**src/design/sd_consts.svh**
```systemverilog
// sd spi engine constants
// frame lengths, block size, request queue depth, crc polynomials and timeouts
`ifndef SD_CONSTS_SVH
`define SD_CONSTS_SVH

// start, transmit, index, argument, crc7, stop
`define SD_CMD_BITS 48
// crc7 plus stop bit at the end of a command frame
`define SD_CMD_TAIL_BITS 8
`define SD_BLOCK_BITS 4096
// token, block, crc16
`define SD_DATA_FRAME_BITS 4120
`define SD_CRC16_BITS 16
`define SD_START_TOKEN 8'hFE
`define SD_CRC7_POLY 7'h09
`define SD_CRC16_POLY 16'h1021

// queue slots, also the host credits after reset
`define SD_REQ_DEPTH 2
`define SD_RESP_WAIT_BYTES 8
// in bit times
`define SD_BUSY_TIMEOUT 4096

`define SD_DIV_BITS 16
`define SD_DIV_RESET 16'd2

`endif

```
**src/design/sd_cmd_pkg.sv**
```systemverilog
// command side types of the sd spi engine
// request opcode, command fields and the response byte

package sd_cmd_pkg;

  // what a queued request asks the engine to do
  typedef enum logic {
    REQ_CMD   = 1'b0,
    REQ_WRITE = 1'b1
  } req_kind_e;

  // six bit command index, CMD0..CMD63
  typedef logic [5:0] cmd_index_t;

  typedef logic [31:0] cmd_arg_t;

  // r1 response or data-response token, msb first on the wire
  typedef logic [7:0] r1_t;

endpackage

```
**src/design/sd_receiver.sv**
```systemverilog
// sd spi response receiver
// hunts miso for the first zero bit, shifts in the r1 or data-response
// byte and, after a write, waits out the card busy period
`include "sd_consts.svh"

module sd_receiver (
  input  logic            clock,
  input  logic            reset,
  input  logic            bit_tick,
  input  logic            arm,
  input  logic            expect_data,
  input  logic            miso,
  output logic            rx_done,
  output sd_cmd_pkg::r1_t rx_byte,
  output logic            rx_timeout,
  output logic            busy_timeout
);

  typedef enum logic [1:0] {
    RX_IDLE,
    RX_HUNT,
    RX_SHIFT,
    RX_BUSY
  } rx_state_e;

  localparam int CNT_BITS   = $clog2(`SD_BUSY_TIMEOUT + 1);
  localparam int HUNT_TICKS = `SD_RESP_WAIT_BYTES * 8;

  rx_state_e state;
  // ticks while hunting or busy, bits while shifting
  logic [CNT_BITS-1:0] cnt;
  logic expect_q;
  logic take_bit;

  assign take_bit = bit_tick &&
                    ((state == RX_SHIFT) || ((state == RX_HUNT) && !miso));

  always_ff @(posedge clock) begin
    if (arm) begin
      rx_byte <= 8'hFF;
    end else if (take_bit) begin
      rx_byte <= {rx_byte[6:0], miso};
    end
  end

  always_ff @(posedge clock) begin
    if (reset) begin
      state        <= RX_IDLE;
      cnt          <= '0;
      expect_q     <= 1'b0;
      rx_done      <= 1'b0;
      rx_timeout   <= 1'b0;
      busy_timeout <= 1'b0;
    end else begin
      rx_done <= 1'b0;
      case (state)
        RX_IDLE: begin
          if (arm) begin
            state        <= RX_HUNT;
            cnt          <= '0;
            expect_q     <= expect_data;
            rx_timeout   <= 1'b0;
            busy_timeout <= 1'b0;
          end
        end
        RX_HUNT: begin
          if (bit_tick) begin
            if (!miso) begin
              // the zero is the first bit of the byte
              state <= RX_SHIFT;
              cnt   <= CNT_BITS'(1);
            end else if (cnt == CNT_BITS'(HUNT_TICKS - 1)) begin
              state      <= RX_IDLE;
              rx_done    <= 1'b1;
              rx_timeout <= 1'b1;
            end else begin
              cnt <= cnt + 1'b1;
            end
          end
        end
        RX_SHIFT: begin
          if (bit_tick) begin
            if (cnt == CNT_BITS'(7)) begin
              cnt <= '0;
              if (expect_q) begin
                state <= RX_BUSY;
              end else begin
                state   <= RX_IDLE;
                rx_done <= 1'b1;
              end
            end else begin
              cnt <= cnt + 1'b1;
            end
          end
        end
        RX_BUSY: begin
          if (bit_tick) begin
            if (miso) begin
              state   <= RX_IDLE;
              rx_done <= 1'b1;
            end else if (cnt == CNT_BITS'(`SD_BUSY_TIMEOUT - 1)) begin
              state        <= RX_IDLE;
              rx_done      <= 1'b1;
              busy_timeout <= 1'b1;
            end else begin
              cnt <= cnt + 1'b1;
            end
          end
        end
        default: state <= RX_IDLE;
      endcase
    end
  end

endmodule

```
**config.mk**
```make
export PLATFORM = sky130hd
export DESIGN_NAME = sd_receiver
export DESIGN_NICKNAME = d
export VERILOG_FILES = /design/src/design/sd_cmd_pkg.sv /design/src/design/sd_receiver.sv
export VERILOG_INCLUDE_DIRS = /design/src /design/src/design
export SDC_FILE = /design/constraint.sdc
export NUM_CORES = 1
export LEC_CHECK = 0
export BUFFER_PORTS_ARGS = -buffer_cell sky130_fd_sc_hd__buf_2
export CORE_UTILIZATION = 35
export CTS_BUF_LIST = sky130_fd_sc_hd__clkbuf_16
export CTS_CLUSTER_DIAMETER = 120
export CTS_CLUSTER_SIZE = 16
export DETAILED_ROUTE_END_ITERATION = 10
export PLACE_DENSITY = 0.65
export SLEW_MARGIN = 20
export SYNTH_ARGS = -nofsm -noshare
export SYNTH_HDL_FRONTEND = slang
export SYNTH_SLANG_ARGS = --single-unit
```
**constraint.sdc**
```tcl
create_clock -name clock -period 1.9 [get_ports clock]
set_input_delay 0.475 -clock clock [delete_from_list [all_inputs] [get_ports clock]]
set_output_delay 0.475 -clock clock [all_outputs]
set_load 0.1 [all_outputs]
```
==> run metrics, run 1 <==
Inserted Clock Buffers=3; n_diodes=0; pre-CTS WS=-126 ps; CP max stage delay=600 ps; vias in the first global route=1516; routed len/inst=15.2 um; overflow left after global routing=0; Final Core Density=52.0%; Mapped Avg Cell Area=8.45 um2; Max clock buf depth=2; clk_skew=3.97 ps; CP Capture Type=flop; drt first pass iters=4; I/O pin cnt=17; Seq pwr share=43.8%; core box area=0.00414 mm2; critical path launch point type=flop; Final setup viols=12; Vias/cell=5.75; placed inst area=0.00203 mm2; first-pass GRT wire length=7140 um; kind of critical path=reg2reg; post-route ant nets=0; all-layer global routing usage=20.3%; Area growth syn-to-layout=37.8%; Chip Width=68.8 um; setup bufs post-CTS=0; die height=68.8 um; CP max stage cell=or4_4; initial DRC count=152; I/O Buffers=16; Final Cycle Share=105%; Max Slew Vio Count=0; Worst EP arrival=2160 ps; Async SR Flop Fraction=0%; post-synth net total=192; crit-path max FO=6; Cell Rows=23; main flop type after synthesis=dfxtp_1; Least-Margin Pin Slew=486 ps; top-area cell type share of the netlist area=34.6%; synthesized cell area=0.00156 mm2; RSZ-0062 raised after global routing=true; worst hold path class=reg2reg; register bit total from synthesis=27; fraction of layout cells with a size suffix above 1=37.4%; fin cells=285; Setup TNS Final=-712 ps; switch share=26.8%; Final Hold Viols=0; nets=243; vias=1639; EDFF count, synth=0; Clock H-tree levels=1; Yosys Warn Count=0; Max Cap Viol=0; sequential-to-total area share from yosys stat=34.6%; Root Buffer=clkbuf_16; maximum clock frequency=500 MHz; cell taking the most area after synthesis=dfxtp_1; Pwr per Cell Area=618 mW/mm2; outcome=finished with violations; Yosys cell types=54; # hold bufs at CTS=0; CTS Sinks=27; Clk Latency, worst-skew pair=260 ps; setup ws final=-101 ps; CTS tree=built; dpl hpwl=3160 um; DRC viols=0; Post-Synthesis Cells=185; pin count of the biggest net entering global routing=20; CTS clk-pin slew, worst paths=70 ps; multi-input logic area=993 um2; Seq. cell area=547 um2; failing checks=setup timing; Leakage=0.827 nW; initial antenna violation count=0; CP Cell Sequence=or4_4 -> o41ai_4 -> and2_4 -> a21oi_1 -> a32o_1; top cells by area, synth=dfxtp_1, mux2i_1, nand2_1, nand3_1, o21ai_0; min cycle time layout=2000 ps; GP Congestion=0.876; clock power share=36.8%; worst-case vdd ir drop=0.549 mV; Initial Utilization=37.7%; final WL=4340 um; P_int=975 uW; DIE AREA=0.00474 mm2; P_sw=357 uW; Inst Count DP=281; Rel. slew slack=67.8%; number of fillers in the final layout=400; Logic pwr share=19.5%; Worst Path Required=2050 ps; Final Instance Area=0.00216 mm2
sequential cells by signal, summed over array words and instances (netlist names):
name / cells
cnt: 13
rx_byte: 8
state: 2
busy_timeout: 1
expect_q: 1
rx_done: 1
rx_timeout: 1
worst paths after layout:
path / start / endpoint / slack [ps] / cells past startpoint
max: cnt[11]$_SDFFE_PP0P_ / cnt[10]$_SDFFE_PP0P_ / -100 / 5
max reg2reg: cnt[11]$_SDFFE_PP0P_ / cnt[10]$_SDFFE_PP0P_ / -100 / 5
min: rx_timeout$_SDFFE_PP0P_ / rx_timeout$_SDFFE_PP0P_ / 480 / 2
min reg2reg: rx_timeout$_SDFFE_PP0P_ / rx_timeout$_SDFFE_PP0P_ / 480 / 2
synthesized netlist by cell type, types with 2 or more instances:
cell type	instances
o41ai_1	2
nor2_1	7
o21ai_0	10
nand4_1	7
clkbuf_1	11
o311a_1	2
nand3_1	12
nor4_1	2
or3_1	3
o211ai_1	3
o2111ai_1	3
nand2b_1	2
o311ai_0	2
o22ai_1	2
a32o_1	3
nor3_1	7
mux2i_1	8
nand2_1	19
dfxtp_1	27
a31oi_1	5
inv_1	7
a21oi_1	9
power groups by stage:
stage	registers [mW]	clock network [mW]	logic [mW]
floorplan	0.603	0	0.136
global placement	0.596	0	0.239
detailed placement	0.597	0	0.240
CTS	0.583	0.502	0.245
global route	0.584	0.514	0.283
finish	0.583	0.490	0.259
through the flow:
| step | hold WS [ps] | power [mW] |
|---|---|---|
| finish | 479 | 1.33 |
| global placement | 461 | 0.835 |
| global route | 510 | 1.38 |
| detailed placement | 465 | 0.836 |
| floorplan | 477 | 0.739 |
| CTS | 478 | 1.33 |
worst max-delay path, delay by kind of cell (launching register included):
family	cells	cell delay, ps
simple gates	2	850
compound gates	3	720
flops	1	320
kinds of logic (layout without fill, tap and decap cells):
| kind of cell | after synthesis | after routing | share of synthesized area (%) |
|---|---|---|---|
| AND/OR/NAND/NOR | 70 | 70 | 25.1 |
| AO/OA/AOI/OAI | 56 | 56 | 27.6 |
| flip-flops | 27 | 27 | 34.6 |
| buffers and inverters | 22 | 72 | 6.08 |
| multiplexers | 9 | 9 | 5.84 |
| adder cells (fa/ha/maj) | 1 | 1 | 0.800 |
layer usage:
metal / global-route usage (%) / wire length (um) / part of all wire [%]
met4: 7.40 / 78 / 1.8
met1: 27.2 / 2040 / 47
met5: 0 / 0 / 0
met2: 31.8 / 1960 / 45
met3: 4.44 / 257 / 5.9
layout by cell type, fill, tap and decap left out, types with 2 or more instances in the layout:
master / Yosys / final
a32o_1: 3 / 3
o211ai_1: 3 / 3
a21oi_1: 9 / 9
nor4_4: 1 / 2
buf_12: 0 / 2
buf_6: 1 / 2
nor2_1: 7 / 6
buf_4: 1 / 40
clkbuf_16: 0 / 3
o311a_1: 2 / 2
nand4_1: 7 / 7
nor4_1: 2 / 2
buf_2: 1 / 16
nor3_1: 7 / 7
a31oi_1: 5 / 5
nand2_1: 19 / 18
mux2i_1: 8 / 8
o21ai_0: 10 / 9
nand2b_1: 2 / 2
dfxtp_2: 0 / 2
nand3_1: 12 / 12
or3_1: 3 / 2
inv_1: 7 / 7
o2111ai_1: 3 / 3
dfxtp_1: 27 / 24
layout make-up:
cell class                 instances  area share (%)
tap                               50            2.90
timing repair buffer              60            20.5
clock buffer                       3            3.48
multi-input combinational        136            46.1
clock inverter                     1           0.232
inverter                           8            1.39
sequential                        27            25.4
repair_timing:
| item | CTS | global route |
|---|---|---|
| gates cloned | 0 | 0 |
| pin swaps | 0 | 8 |
| resized for setup | 3 | 11 |
| endpoints found under the setup margin | 15 | 15 |
Note: power is estimated with default switching activity, not from simulation.
==> run 2, diff against run 1 <==
Settings changed: CELL_PAD_IN_SITES_DETAIL_PLACEMENT set to 2, CELL_PAD_IN_SITES_GLOBAL_PLACEMENT set to 2, CORE_UTILIZATION 35 to 31, PLACE_DENSITY 0.65 to 0.85, SLEW_MARGIN 20 to not set.
==> run metrics, run 2 (same netlist as run 1, synthesis figures left out) <==
outcome=finished with violations; failing checks=setup timing; biggest regs=cnt x13, rx_byte x8, state x2; core box area=0.00479 mm2; Worst EP arrival=2370 ps; CP Cell Sequence=ha_4 -> or3b_4 -> o41ai_4 -> nand2_2 -> buf_4 -> o211ai_1 -> a21oi_1; final WL=8580 um; Seq pwr share=40.9%; number of fillers in the final layout=511; Vias/cell=6.18; Leakage=0.895 nW; Max Cap Viol=0; Chip Width=73.0 um; multi-input logic area=0.00112 mm2; logic depth of the worst register-to-register path=7; CP max stage cell=o41ai_4; Cell Rows=25; min cycle time layout=2230 ps; Initial Utilization=32.7%; switch share=30.5%; nets=251; fin cells=310; pin count of the biggest net entering global routing=20; FF-to-FF End=cnt[12]$_SDFFE_PP0P_; dpl hpwl=4830 um; drt first pass iters=4; worst hold stages=2; WHS Endpoint=rx_byte[4]$_SDFFE_PP1P_; Root Buffer=clkbuf_16; I/O pin cnt=17; Final setup viols=16; commonest non-fill, non-tap cell in the layout=buf_4; maximum clock frequency=448 MHz; I/O Buffers=16; r2r startpoint=cnt[1]$_SDFFE_PP0P_; worst hold path class=reg2reg; fraction of layout cells with a size suffix above 1=44.4%; CTS tree=built; initial antenna violation count=0; Largest register FFs=13; DRC viols=0; Biggest register=cnt; P_sw=436 uW; worst hold start=rx_byte[4]$_SDFFE_PP1P_; CTS Sinks=27; overflow left after global routing=0; Clock H-tree levels=1; Pwr per Cell Area=600 mW/mm2; RSZ-0062 raised after global routing=true; Seq. cell area=549 um2; Inserted Clock Buffers=3; Max clock buf depth=2; Clk Latency, worst-skew pair=260 ps; clock power share=35.7%; Final Hold Viols=0; P_int=991 uW; all-layer global routing usage=31.9%; crit-path max FO=6; CP Capture Type=flop; vias=1917; die height=73.0 um; CTS clk-pin slew, worst paths=80 ps; # hold bufs at CTS=0; Setup TNS Final=-4020 ps; Least-Margin Pin Slew=908 ps; Final Core Density=49.7%; Logic pwr share=23.3%; vias in the first global route=2135; Area growth syn-to-layout=52.0%; Final Cycle Share=117%; R2R setup slack=-330 ps; Final Power=1.43 mW; initial DRC count=161; first-pass GRT wire length=12400 um; CP max stage delay=520 ps; DIE AREA=0.00533 mm2; most frequent cells in the layout=buf_4, dfxtp_1, nand2_1, buf_2, nand3_1; n_diodes=0; critical path launch point type=flop; GP Congestion=0.859; CP delay by family, top=compound AO/OA/AOI/OAI gates; Worst Path Required=2040 ps; setup ws final=-330 ps; Buf/Inv on CP=1; Inst Count DP=295; clk_skew=4.18 ps; kind of critical path=reg2reg; Rel. slew slack=38.5%; Max Slew Vio Count=0; worst-case vdd ir drop=0.385 mV; routed len/inst=27.7 um; post-route ant nets=0
-- run 2: how the worst max path moves through the flow --
| stage | to | slack (ps) | start | depth (start not counted) |
|---|---|---|---|---|
| global placement | cnt[10]$_SDFFE_PP0P_ | -150 | cnt[1]$_SDFFE_PP0P_ | 6 |
| detailed placement | cnt[3]$_SDFFE_PP0P_ | -270 | cnt[1]$_SDFFE_PP0P_ | 6 |
| finish | cnt[12]$_SDFFE_PP0P_ | -330 | cnt[1]$_SDFFE_PP0P_ | 7 |
| global route | cnt[8]$_SDFFE_PP0P_ | -390 | cnt[1]$_SDFFE_PP0P_ | 7 |
| floorplan | cnt[10]$_SDFFE_PP0P_ | -90 | cnt[1]$_SDFFE_PP0P_ | 7 |
| CTS | cnt[12]$_SDFFE_PP0P_ | -240 | cnt[11]$_SDFFE_PP0P_ | 7 |
-- run 2: cell type report --
| class | count | area share (%) |
|---|---|---|
| Clock inverter | 1 | 0.211 |
| Sequential cell | 27 | 23.1 |
| Timing Repair Buffer | 68 | 21.5 |
| Tap cell | 67 | 3.53 |
| Multi-Input combinational cell | 136 | 47.3 |
| Inverter | 8 | 1.26 |
| Clock buffer | 3 | 3.16 |
-- run 2: timing repair --
item / in CTS / in global routing
endpoints found under the setup margin: 16 / 18
setup buffers: 6 / 4
pin swaps: 18 / 15
cloned: 1 / 0
endpoints found under the hold margin: 0 / 0
resized for setup: 24 / 13
-- run 2: per-layer routing --
layer	vias up	track usage, %	part of all wire, %
met5	-	0	0
met4	0	15.9	3.8
met2	85	56.2	49
li1	837	-	-
met1	969	37.4	42
met3	26	4.97	5.3
-- run 2: power by group through the flow --
stage / sequential (mW) / combinational [mW] / clock, mW
final: 0.584 / 0.333 / 0.510
after detailed placement: 0.596 / 0.256 / 0
after floorplan: 0.603 / 0.136 / 0
after global routing: 0.584 / 0.345 / 0.546
after global placement: 0.596 / 0.242 / 0
after CTS: 0.583 / 0.302 / 0.512
-- run 2: worst register-to-register path, stage by stage (launching register included) --
cell and delay [ps]:
dfxtp_2 360, ha_4 150, or3b_4 400, o41ai_4 520, nand2_2 190, buf_4 230
o211ai_1 140, a21oi_1 120
-- run 2: metrics by stage --
step	instance area [um2]	hold slack (ps)	setup WS (ps)
6_report	2380	504	-330
2_1_floorplan	1590	477	-85.9
3_3_place_gp	2020	453	-155
3_5_place_dp	2020	482	-268
4_1_cts	2270	492	-244
5_1_grt	2380	526	-385
